<file path="config.mk">
export PLATFORM = sky130hd
export DESIGN_NAME = exec_cluster
export DESIGN_NICKNAME = d
export VERILOG_FILES = /design/src/exec_pkg.sv /design/src/alu_fu.sv /design/src/exec_cluster.sv /design/src/rs_station.sv
export VERILOG_INCLUDE_DIRS = /design/src
export SDC_FILE = /design/constraint.sdc
export NUM_CORES = 2
export LEC_CHECK = 0
export BUFFER_PORTS_ARGS = -buffer_cell sky130_fd_sc_hd__buf_2
export CAP_MARGIN = 20
export CELL_PAD_IN_SITES_DETAIL_PLACEMENT = 1
export CELL_PAD_IN_SITES_GLOBAL_PLACEMENT = 2
export CORE_MARGIN = 10
export CORE_UTILIZATION = 43
export DETAILED_ROUTE_END_ITERATION = 16
export PLACE_DENSITY_LB_ADDON = 0.1
export SLEW_MARGIN = 10
export SYNTH_ARGS = -nofsm -noshare
export SYNTH_HDL_FRONTEND = slang
export SYNTH_SLANG_ARGS = --single-unit
</file>
<file path="constraint.sdc">
create_clock -name clk -period 6.6 [get_ports clk]
set_input_delay 0.33 -clock clk [delete_from_list [all_inputs] [get_ports clk]]
set_output_delay 0.33 -clock clk [all_outputs]
set_load 0.02 [all_outputs]
</file>
<file path="src/rs_defs.svh">
`ifndef RS_DEFS_SVH
`define RS_DEFS_SVH

// Reservation station entries
`define RS_DEPTH 8

// ROB tag width, tag 0 is reserved for "no tag"
`define TAG_W 5

// Operand and result width
`define DATA_W 32

// Major opcode and ALU operation widths
`define OPC_W 7
`define ALUOP_W 4

`endif

</file>
<file path="src/exec_pkg.sv">
`default_nettype none

`include "rs_defs.svh"

package exec_pkg;

    // Major opcodes, RISC-V style encodings
    localparam logic [`OPC_W-1:0] opc_reg = 7'h33;
    localparam logic [`OPC_W-1:0] opc_imm = 7'h13;
    localparam logic [`OPC_W-1:0] opc_lui = 7'h37;

    // ALU operations
    localparam logic [`ALUOP_W-1:0] aluop_add  = 4'd0;
    localparam logic [`ALUOP_W-1:0] aluop_sub  = 4'd1;
    localparam logic [`ALUOP_W-1:0] aluop_and  = 4'd2;
    localparam logic [`ALUOP_W-1:0] aluop_or   = 4'd3;
    localparam logic [`ALUOP_W-1:0] aluop_xor  = 4'd4;
    // Shifts take the low five bits of the second operand
    localparam logic [`ALUOP_W-1:0] aluop_sll  = 4'd5;
    localparam logic [`ALUOP_W-1:0] aluop_srl  = 4'd6;
    localparam logic [`ALUOP_W-1:0] aluop_sra  = 4'd7;
    // Set-less-than, signed and unsigned
    localparam logic [`ALUOP_W-1:0] aluop_slt  = 4'd8;
    localparam logic [`ALUOP_W-1:0] aluop_sltu = 4'd9;

endpackage

`default_nettype wire

</file>
<file path="src/alu_fu.sv">
`timescale 1ns/1ps
`default_nettype none

`include "rs_defs.svh"

module alu_fu import exec_pkg::*; (
    input  logic                  clk,
    input  logic                  rst,
    input  logic                  flush,

    input  logic                  iss_valid,
    input  logic [`OPC_W-1:0]     iss_opcode,
    input  logic [`ALUOP_W-1:0]   iss_aluop,
    input  logic [`TAG_W-1:0]     iss_tag,
    input  logic [`DATA_W-1:0]    iss_val1,
    input  logic [`DATA_W-1:0]    iss_val2,
    input  logic [`DATA_W-1:0]    iss_imm,

    output logic [`TAG_W-1:0]     cdb1_tag,
    output logic [`DATA_W-1:0]    cdb1_value
);

    logic [`DATA_W-1:0] op2;
    logic [4:0]         shamt;
    logic [`DATA_W-1:0] result;

    // Register form reads operand 2, every other form the immediate
    assign op2   = (iss_opcode == opc_reg) ? iss_val2 : iss_imm;
    assign shamt = op2[4:0];

    always_comb begin
        if (iss_opcode == opc_lui) begin
            result = iss_imm;
        end else begin
            case (iss_aluop)
                aluop_add:  result = iss_val1 + op2;
                aluop_sub:  result = iss_val1 - op2;
                aluop_and:  result = iss_val1 & op2;
                aluop_or:   result = iss_val1 | op2;
                aluop_xor:  result = iss_val1 ^ op2;
                aluop_sll:  result = iss_val1 << shamt;
                aluop_srl:  result = iss_val1 >> shamt;
                aluop_sra:  result = $unsigned($signed(iss_val1) >>> shamt);
                aluop_slt: begin
                    result = {{(`DATA_W - 1){1'b0}}, $signed(iss_val1) < $signed(op2)};
                end
                aluop_sltu: begin
                    result = {{(`DATA_W - 1){1'b0}}, iss_val1 < op2};
                end
                default:    result = '0;
            endcase
        end
    end

    // A zero tag keeps CDB port 1 idle
    always_ff @(posedge clk or posedge rst) begin
        if (rst) begin
            cdb1_tag <= '0;
        end else if (flush || !iss_valid) begin
            cdb1_tag <= '0;
        end else begin
            cdb1_tag <= iss_tag;
        end
    end

    always_ff @(posedge clk) begin
        if (iss_valid) begin
            cdb1_value <= result;
        end
    end

endmodule

`default_nettype wire

</file>
<file path="src/exec_cluster.sv">
`timescale 1ns/1ps
`default_nettype none

`include "rs_defs.svh"

module exec_cluster (
    input  logic                  clk,
    input  logic                  rst,
    input  logic                  flush,

    input  logic                  disp_valid,
    input  logic [`OPC_W-1:0]     disp_opcode,
    input  logic [`ALUOP_W-1:0]   disp_aluop,
    input  logic [`TAG_W-1:0]     disp_tag,
    input  logic [`TAG_W-1:0]     disp_src1_tag,
    input  logic [`DATA_W-1:0]    disp_src1_value,
    input  logic [`TAG_W-1:0]     disp_src2_tag,
    input  logic [`DATA_W-1:0]    disp_src2_value,
    input  logic [`DATA_W-1:0]    disp_imm,

    // Outside unit results
    input  logic [`TAG_W-1:0]     cdb2_tag,
    input  logic [`DATA_W-1:0]    cdb2_value,

    output logic                  full,
    output logic [`TAG_W-1:0]     cdb1_tag,
    output logic [`DATA_W-1:0]    cdb1_value
);

    logic                 iss_valid;
    logic [`OPC_W-1:0]    iss_opcode;
    logic [`ALUOP_W-1:0]  iss_aluop;
    logic [`TAG_W-1:0]    iss_tag;
    logic [`DATA_W-1:0]   iss_val1;
    logic [`DATA_W-1:0]   iss_val2;
    logic [`DATA_W-1:0]   iss_imm;

    // CDB port 1 also feeds back for wakeup
    rs_station u_rs (
        .clk             (clk),
        .rst             (rst),
        .flush           (flush),
        .disp_valid      (disp_valid),
        .disp_opcode     (disp_opcode),
        .disp_aluop      (disp_aluop),
        .disp_tag        (disp_tag),
        .disp_src1_tag   (disp_src1_tag),
        .disp_src1_value (disp_src1_value),
        .disp_src2_tag   (disp_src2_tag),
        .disp_src2_value (disp_src2_value),
        .disp_imm        (disp_imm),
        .cdb1_tag        (cdb1_tag),
        .cdb1_value      (cdb1_value),
        .cdb2_tag        (cdb2_tag),
        .cdb2_value      (cdb2_value),
        .full            (full),
        .iss_valid       (iss_valid),
        .iss_opcode      (iss_opcode),
        .iss_aluop       (iss_aluop),
        .iss_tag         (iss_tag),
        .iss_val1        (iss_val1),
        .iss_val2        (iss_val2),
        .iss_imm         (iss_imm)
    );

    alu_fu u_alu (
        .clk        (clk),
        .rst        (rst),
        .flush      (flush),
        .iss_valid  (iss_valid),
        .iss_opcode (iss_opcode),
        .iss_aluop  (iss_aluop),
        .iss_tag    (iss_tag),
        .iss_val1   (iss_val1),
        .iss_val2   (iss_val2),
        .iss_imm    (iss_imm),
        .cdb1_tag   (cdb1_tag),
        .cdb1_value (cdb1_value)
    );

endmodule

`default_nettype wire

</file>
<file path="src/rs_station.sv">
`timescale 1ns/1ps
`default_nettype none

`include "rs_defs.svh"

module rs_station import exec_pkg::*; (
    input  logic                  clk,
    input  logic                  rst,
    input  logic                  flush,

    input  logic                  disp_valid,
    input  logic [`OPC_W-1:0]     disp_opcode,
    input  logic [`ALUOP_W-1:0]   disp_aluop,
    input  logic [`TAG_W-1:0]     disp_tag,
    input  logic [`TAG_W-1:0]     disp_src1_tag,
    input  logic [`DATA_W-1:0]    disp_src1_value,
    input  logic [`TAG_W-1:0]     disp_src2_tag,
    input  logic [`DATA_W-1:0]    disp_src2_value,
    input  logic [`DATA_W-1:0]    disp_imm,

    input  logic [`TAG_W-1:0]     cdb1_tag,
    input  logic [`DATA_W-1:0]    cdb1_value,
    input  logic [`TAG_W-1:0]     cdb2_tag,
    input  logic [`DATA_W-1:0]    cdb2_value,

    output logic                  full,
    output logic                  iss_valid,
    output logic [`OPC_W-1:0]     iss_opcode,
    output logic [`ALUOP_W-1:0]   iss_aluop,
    output logic [`TAG_W-1:0]     iss_tag,
    output logic [`DATA_W-1:0]    iss_val1,
    output logic [`DATA_W-1:0]    iss_val2,
    output logic [`DATA_W-1:0]    iss_imm
);

    localparam int idx_w = $clog2(`RS_DEPTH);

    // Entry state
    logic [`RS_DEPTH-1:0] busy;
    logic [`OPC_W-1:0]    ent_opcode   [`RS_DEPTH];
    logic [`ALUOP_W-1:0]  ent_aluop    [`RS_DEPTH];
    logic [`TAG_W-1:0]    ent_dst_tag  [`RS_DEPTH];
    logic [`TAG_W-1:0]    ent_src1_tag [`RS_DEPTH];
    logic [`TAG_W-1:0]    ent_src2_tag [`RS_DEPTH];
    logic [`DATA_W-1:0]   ent_val1     [`RS_DEPTH];
    logic [`DATA_W-1:0]   ent_val2     [`RS_DEPTH];
    logic [`DATA_W-1:0]   ent_imm      [`RS_DEPTH];

    // Dispatch operands after the same-cycle CDB check
    logic [`TAG_W-1:0]    in_src1_tag;
    logic [`TAG_W-1:0]    in_src2_tag;
    logic [`DATA_W-1:0]   in_val1;
    logic [`DATA_W-1:0]   in_val2;

    logic [`RS_DEPTH-1:0] ready;
    logic [idx_w-1:0]     free_idx;
    logic                 free_found;
    logic [idx_w-1:0]     sel_idx;
    logic                 sel_found;

    // A waiting tag matches a live broadcast
    function automatic logic hit(input logic [`TAG_W-1:0] tag,
                                 input logic [`TAG_W-1:0] cdb);
        return (tag != '0) && (tag == cdb);
    endfunction

    assign full = &busy;

    always_comb begin
        in_src1_tag = disp_src1_tag;
        in_val1     = disp_src1_value;
        if (hit(disp_src1_tag, cdb1_tag)) begin
            in_src1_tag = '0;
            in_val1     = cdb1_value;
        end else if (hit(disp_src1_tag, cdb2_tag)) begin
            in_src1_tag = '0;
            in_val1     = cdb2_value;
        end

        in_src2_tag = disp_src2_tag;
        in_val2     = disp_src2_value;
        if (hit(disp_src2_tag, cdb1_tag)) begin
            in_src2_tag = '0;
            in_val2     = cdb1_value;
        end else if (hit(disp_src2_tag, cdb2_tag)) begin
            in_src2_tag = '0;
            in_val2     = cdb2_value;
        end

        // Operands the opcode never reads are ready at once
        if (disp_opcode != opc_reg) begin
            in_src2_tag = '0;
        end
        if (disp_opcode == opc_lui) begin
            in_src1_tag = '0;
        end
    end

    // Lowest free entry and lowest ready entry, scanned downward so index 0 wins
    always_comb begin
        free_found = 1'b0;
        free_idx   = '0;
        sel_found  = 1'b0;
        sel_idx    = '0;
        for (int i = `RS_DEPTH - 1; i >= 0; i--) begin
            ready[i] = busy[i] && (ent_src1_tag[i] == '0) && (ent_src2_tag[i] == '0);
            if (!busy[i]) begin
                free_found = 1'b1;
                free_idx   = idx_w'(i);
            end
            if (ready[i]) begin
                sel_found = 1'b1;
                sel_idx   = idx_w'(i);
            end
        end
    end

    always_ff @(posedge clk or posedge rst) begin
        if (rst) begin
            busy      <= '0;
            iss_valid <= 1'b0;
        end else if (flush) begin
            busy      <= '0;
            iss_valid <= 1'b0;
        end else begin
            iss_valid <= sel_found;
            if (sel_found) begin
                busy[sel_idx] <= 1'b0;
            end
            // The free entry is never the one issuing, both may update together
            if (disp_valid && free_found) begin
                busy[free_idx] <= 1'b1;
            end
        end
    end

    always_ff @(posedge clk) begin
        for (int i = 0; i < `RS_DEPTH; i++) begin
            if (disp_valid && free_found && free_idx == idx_w'(i)) begin
                ent_opcode[i]   <= disp_opcode;
                ent_aluop[i]    <= disp_aluop;
                ent_dst_tag[i]  <= disp_tag;
                ent_src1_tag[i] <= in_src1_tag;
                ent_src2_tag[i] <= in_src2_tag;
                ent_val1[i]     <= in_val1;
                ent_val2[i]     <= in_val2;
                ent_imm[i]      <= disp_imm;
            end else if (busy[i]) begin
                // Wakeup, port 1 first
                if (hit(ent_src1_tag[i], cdb1_tag)) begin
                    ent_src1_tag[i] <= '0;
                    ent_val1[i]     <= cdb1_value;
                end else if (hit(ent_src1_tag[i], cdb2_tag)) begin
                    ent_src1_tag[i] <= '0;
                    ent_val1[i]     <= cdb2_value;
                end
                if (hit(ent_src2_tag[i], cdb1_tag)) begin
                    ent_src2_tag[i] <= '0;
                    ent_val2[i]     <= cdb1_value;
                end else if (hit(ent_src2_tag[i], cdb2_tag)) begin
                    ent_src2_tag[i] <= '0;
                    ent_val2[i]     <= cdb2_value;
                end
            end
        end

        if (sel_found) begin
            iss_opcode <= ent_opcode[sel_idx];
            iss_aluop  <= ent_aluop[sel_idx];
            iss_tag    <= ent_dst_tag[sel_idx];
            iss_val1   <= ent_val1[sel_idx];
            iss_val2   <= ent_val2[sel_idx];
            iss_imm    <= ent_imm[sel_idx];
        end
    end

endmodule

`default_nettype wire

</file>
After elaboration in Yosys (flattened, before gate mapping)
Memories as Yosys holds them, arrays and structs flattened. A register that Yosys moved wholly into a read port is not among the register bits.
Index checks and enable logic that the tools add are counted.
{ "classes": {"addsub": 2, "mul": 0, "div_mod_pow": 0, "order_cmp": 6, "n_eq_ne": 56, "shift": 3, "n_mux": 363, "n_bitwise": 70, "reduce_logical": 130} }
{ "op_table": {"columns": ["cell", "n"], "rows": [
  ["2-to-1 mux 32 bit", 45],
  ["one-hot mux 32 bit (10 select lines)", 1],
  ["2-to-1 mux 5 bit", 46],
  ["OR reduction 32 bit", 7],
  ["2-to-1 mux 1 bit", 207],
  ["equality test 5 bit", 36],
  ["2-to-1 mux 3 bit", 44],
  ["nonzero test 5 bit", 18],
  ["logical NOT 5 bit", 16],
  ["less-than comparator 32 bit", 2],
  ["OR 1 bit", 64],
  ["logical AND 1 bit", 63],
  ["2-to-1 mux 7 bit", 7],
  ["OR reduction 7 bit", 7],
  ["OR reduction 5 bit", 7],
  ["adder 32 bit", 1],
  ["bitwise AND 32 bit", 1],
  ["2-to-1 mux 8 bit", 4],
  ["OR 32 bit", 1],
  ["left shift 32 x 5 -> 32 bit", 1],
  ["right shift 32 x 5 -> 32 bit", 1],
  [">>> shifter 32 x 5 -> 32 bit", 1],
  ["subtractor 32 bit", 1],
  ["bitwise XOR 32 bit", 1],
  ["other kinds (22)", 48]
]} }
{ "totals": {"ff_bits": 46, "latch_bits": 0, "ram_bits": 976, "rom_bits": 0, "input_bits": 163, "out_inout_bits": 38, "elab_cells": 642, "mem_count": 8} }
{ "memory_table": {"columns": ["memory", "words", "width", "read_ports", "rd_clocked_by_memory_dff", "write_ports", "line", "rtl"], "rows": [
  ["u_rs.ent_imm", 8, 32, 1, 1, 1, "rs_station.sv:47", "logic [`DATA_W-1:0] ent_imm [`RS_DEPTH];"],
  ["u_rs.ent_val1", 8, 32, 1, 1, 8, "rs_station.sv:45", "logic [`DATA_W-1:0] ent_val1 [`RS_DEPTH];"],
  ["u_rs.ent_val2", 8, 32, 1, 1, 8, "rs_station.sv:46", "logic [`DATA_W-1:0] ent_val2 [`RS_DEPTH];"],
  ["u_rs.ent_opcode", 8, 7, 1, 1, 1, "rs_station.sv:40", "logic [`OPC_W-1:0] ent_opcode [`RS_DEPTH];"],
  ["u_rs.ent_dst_tag", 8, 5, 1, 1, 1, "rs_station.sv:42", "logic [`TAG_W-1:0] ent_dst_tag [`RS_DEPTH];"],
  ["u_rs.ent_src1_tag", 8, 5, 8, 0, 8, "rs_station.sv:43", "logic [`TAG_W-1:0] ent_src1_tag [`RS_DEPTH];"],
  ["+2 memories", null, null, null, null, null, null, null]
]} }

Longest topological paths before layout
{ "logic_depth": {"word_depth": 22, "ltp_mapped": 21, "mapped_depth_nobuf": 16} }

Hierarchy
A second synthesis with hierarchy kept.
{ "hier_totals": {"hier_cells": 6282, "area_unflattened_um2": 67852.6} }
{ "by_module_without_submodules": {"columns": ["mod", "n_inst", "cells_each", "area_each_um2", "seq_area_each_um2"], "rows": [
  ["rs_station", 1, 4729, 56864.5, 32796.5],
  ["alu_fu", 1, 1553, 10988.0, 1086.0]
]} }

Least setup slack after synthesis
Ideal clock, no wire load.
{ "synth_path": {"kind": "flip-flop to flip-flop", "start": "memory u_rs.ent_src1_tag[1][0] in the netlist's numbering", "end": "register u_rs.iss_aluop[0] (read register of u_rs.ent_aluop), enable pin", "setup_ns": 1.287, "t_arrival_ns": 3.536, "required_ns": 5.313, "path_slack_ns": 1.777, "stages_incl_launch_ff": 7, "synth_period_minus_slack_ns": 4.823, "cell_sequence": "dfxtp_1 > nor3_1 > and2_1 > nand3_1 > nor2b_1 > and2_1 > nand3_1"} }
{ "synth_lines": {"columns": ["item", "line", "rtl"], "rows": [
  ["from (decl)", "rs_station.sv:43", null],
  ["to (decl)", "rs_station.sv:29", "output logic [`ALUOP_W-1:0] iss_aluop,"]
]} }

Worst setup path after layout
{ "layout_path": {"start": "register u_rs.iss_opcode[3] (read register of u_rs.ent_opcode)", "end": "register u_alu.cdb1_value[31] (data pin)"} }
{ "layout_between": {"elab_chain_len": 5} }
{ "layout_lines": {"columns": ["item", "line", "rtl"], "rows": [
  ["from (decl)", "rs_station.sv:28", "output logic [`OPC_W-1:0] iss_opcode,"],
  ["equality test 7 x 6 -> 1 bit", "alu_fu.sv:28", "assign op2 = (iss_opcode == opc_reg) ? iss_val2 : iss_imm;"],
  ["2-to-1 mux 32 bit", "alu_fu.sv:28", null],
  ["subtractor 32 bit, or another cell as far along", "alu_fu.sv:37", "aluop_sub: result = iss_val1 - op2;"],
  ["one-hot mux 32 bit (10 select lines)", "alu_fu.sv:35", "case (iss_aluop)"],
  ["2-to-1 mux 32 bit (*)", "alu_fu.sv:32", "if (iss_opcode == opc_lui) begin"],
  ["via u_alu.result[31]", "alu_fu.sv:25", "logic [`DATA_W-1:0] result;"],
  ["to (signal assigned)", "alu_fu.sv:68", "cdb1_value <= result;"],
  ["to (decl)", "alu_fu.sv:20", "output logic [`DATA_W-1:0] cdb1_value"]
]} }
Mark *: on every way through the listed nets, which the timed path passes. The rest lies on a longest branch.
A chain may end at the register's enable or synchronous reset.

==> flow_summary.ini <==
[clock_tree]
insertion_delay_ns = 0.81
clock_sinks = 1134
cts_tree = yes
cts_setup_buffers = 0
root_buffer = clkbuf_16
hold_buffers = 50
clk_pin_slew_ns = 0.08
ctsHtreeMaxLevel = 4
cts_resized = 0
clockBufferDepth = 3
numCtsBuffers = 134

[final_layout]
area_delta_synth_final_pct = 12.0
final_cell_mix = edfxtp_1, mux2i_1, nand2_1, o21ai_0, nor2_1
layout_commonest_cell = edfxtp_1
drive_above_1_share = 0.111
multi_input_area_mm2 = 0.0295
nets = 6476
final-seq-area_mm2 = 0.0339
stdcell_area_mm2 = 0.0739
fillers = 16200

[timing]
period_minus_slack_ns = 5.67
fmax_mhz = 176
relSlewSlack = 0.200
rsz0062_at_grt = no
setup_tns_ns = 0
final-max-slew-violation-count = 0
hold_viol = 0
finalSetupViolCount = 0
timing.final.crit_share = 0.859
worst_pin_slew_ns = 1.20
finalClockSkew_ns = 0.0688

[power]
p_switching_mw = 4.00
swShare = 0.241
total_power_mw = 16.6
p_per_area_mw_per_mm2 = 224
peakVddDrop_mv = 0.236
leakagePower_nw = 28.9
p_seq_frac = 0.488
combPwrFrac = 0.058
p_int_mw = 12.6
clkPwrFrac = 0.453

[place]
dp_hpwl_mm = 187
port_buffers = 200
gp_congestion = 0.989
placed_cell_area_mm2 = 0.0689

[critical_path]
crit_type = flip-flop to flip-flop
cp.arrival_ns = 6.18
critPathMaxFanout = 16
crit_required_ns = 7.11
cp-start-kind = flip-flop
crit_path_end_kind = flip-flop

[routing]
via_per_inst = 6.51
vias = 54400
routed_wl_mm = 291
drc = 0
first_iter_violations = 6248
dr.pass1.iters = 6
ant_nets = 0
wl_per_cell_um = 34.8

[die]
pin_count = 201
die_x_um = 412
fp-row-count = 143
dieArea_mm2 = 0.169
core_mm2 = 0.152
die_h_um = 412
initial_utilization = 0.433

[grt]
grt_pass1_wl_mm = 410
grt_max_degree = 111
grt_pass1_vias = 54700
grt_usage = 0.332
antenna_found_initial = 15
grt-ovfl-total = 0

[synthesis]
yosysUniqueCellTypes = 112
synthArstFlopShare = 0.0123
synth_area_mm2 = 0.0660
yosys_warnings = 0
synthesis.nets = 6486
synth_top_area_frac = 0.505
postSynthAreaPerCell_um2 = 10.6
seq_area_frac_synth = 0.514
ys_ff_latch = 1134
yosys-top-cells-area = edfxtp_1, mux2i_1, nand2_1, o21ai_0, a22oi_1
synthFlopType = edfxtp_1
synth_edf_count = 1110
netlist_instances = 6229
yosys.area.top_type = edfxtp_1

[hold_path]
hold_class = input port to flip-flop

[flow_run]
maxCapViolCount = 0

[outcome]
status = finished clean
## flip-flops by register name (all words and copies together), names as in the netlist, 40 cells and up
signal             flops
u_rs.ent_dst_tag      40
u_rs.ent_src2_tag     40
u_rs.ent_imm         256
u_rs.ent_src1_tag     40
u_rs.ent_val1        256
u_rs.ent_opcode       56
u_rs.ent_val2        256
## power groups by stage
stage               Clock (mW)  Sequential (mW)  Combinational, mW
finish                    7.51             8.09              0.966
global placement             0             8.24              0.891
floorplan                    0             8.23              0.545
detailed placement           0             8.24              0.930
global route              7.89             8.10               1.05
CTS                       7.60             8.09              0.962
## worst max-delay path: stages (launching register included)
cell and delay (ns):
edfxtp_1 0.37, nand4b_2 0.65, nor2_4 0.94, mux2i_4 0.36
inv_2 0.07, ha_1 0.35, o21ai_0 0.14, o21a_1 0.21
o21ai_0 0.55, a31oi_1 0.16, o21bai_1 0.37, a221o_1 0.32
a21oi_1 0.11, a21bo_2 0.22, a2111oi_0 0.48, a21oi_1 0.08
## kinds of logic after synthesis
family	count (synthesis)	share of synthesized area
AND/OR/NAND/NOR	1620	0.109
AO/OA/AOI/OAI	1608	0.156
flip-flops	1134	0.514
multiplexers	855	0.132
buffers and inverters	701	0.0432
XOR/XNOR	217	0.0288
adder cells (fa/ha/maj)	94	0.0179
## per-layer routing
layer / global-route usage / part of all wire / vias up
met4: 0.153 / 0.051 / 12
met5: 0 / 0.00038 / -
met3: 0.0531 / 0.081 / 608
li1: - / - / 23100
met1: 0.453 / 0.42 / 27900
met2: 0.515 / 0.45 / 2745
## layout make-up
type,instances,area share
flip-flops and latches,1134,0.459
multi-input cells,4394,0.400
clock buffers,156,0.0465
repair buffers,436,0.0415
well taps,2030,0.0344
clock inverters,81,0.0131
inverters,119,0.00606
diodes,3,0.000102
## worst paths after layout
kind	startpoint	to	slack (ns)	depth (start not counted)
max in group asynchronous	rst	u_rs.iss_valid	5.84	3
worst max register to register	u_rs.iss_opcode[3]	u_alu.cdb1_value[31]	0.93	15
worst min-delay path	cdb2_value[3]	u_rs.ent_val2[0][3]	0.09	3
worst min register to register	u_rs.iss_tag[4]	u_alu.cdb1_tag[4]	0.45	1
worst max-delay path	u_rs.iss_opcode[3]	u_alu.cdb1_value[31]	0.93	15
min in group asynchronous	rst	u_rs.busy[0]	0.20	3
## synthesized netlist by cell type, types with 11 or more instances
cell type     n
edfxtp_1   1110
mux2i_1     833
nand2_1     788
o21ai_0     578
clkbuf_1    382
nor2_1      320
a21oi_1     245
a22oi_1     235
nand3_1     186
xnor2_1     124
inv_1       115
o22a_1      112
buf_1        93
ha_1         93
xor2_1       93
buf_2        90
nor3_1       90
o21ai_1      78
nand2b_1     50
a211oi_1     35
o211ai_1     34
nand4_1      29
a31oi_1      27
a221oi_1     22
and3_1       22
and2_1       21
o22ai_1      21
or4_1        20
a2111oi_0    19
a21o_1       19
o21bai_1     17
nand4b_1     16
nor4_1       15
dfrtp_1      14
o221ai_1     14
a211o_1      13
a221o_1      13
or2_2        13
nor2b_1      12
o21a_1       11
o31ai_1      11
## metrics by stage
step	util	setup WS, ns	hold slack (ns)	cells
2_1_floorplan	-	1.78	0.219	6229
3_3_place_gp	0.453	1.28	0.437	8060
3_5_place_dp	0.453	1.18	0.434	8062
4_1_cts	0.485	1.17	0.0467	8349
5_1_grt	0.485	0.733	0.0787	8351
6_report	0.485	0.928	0.0860	8353
No activity file was read; power rests on OpenSTA's default activity.
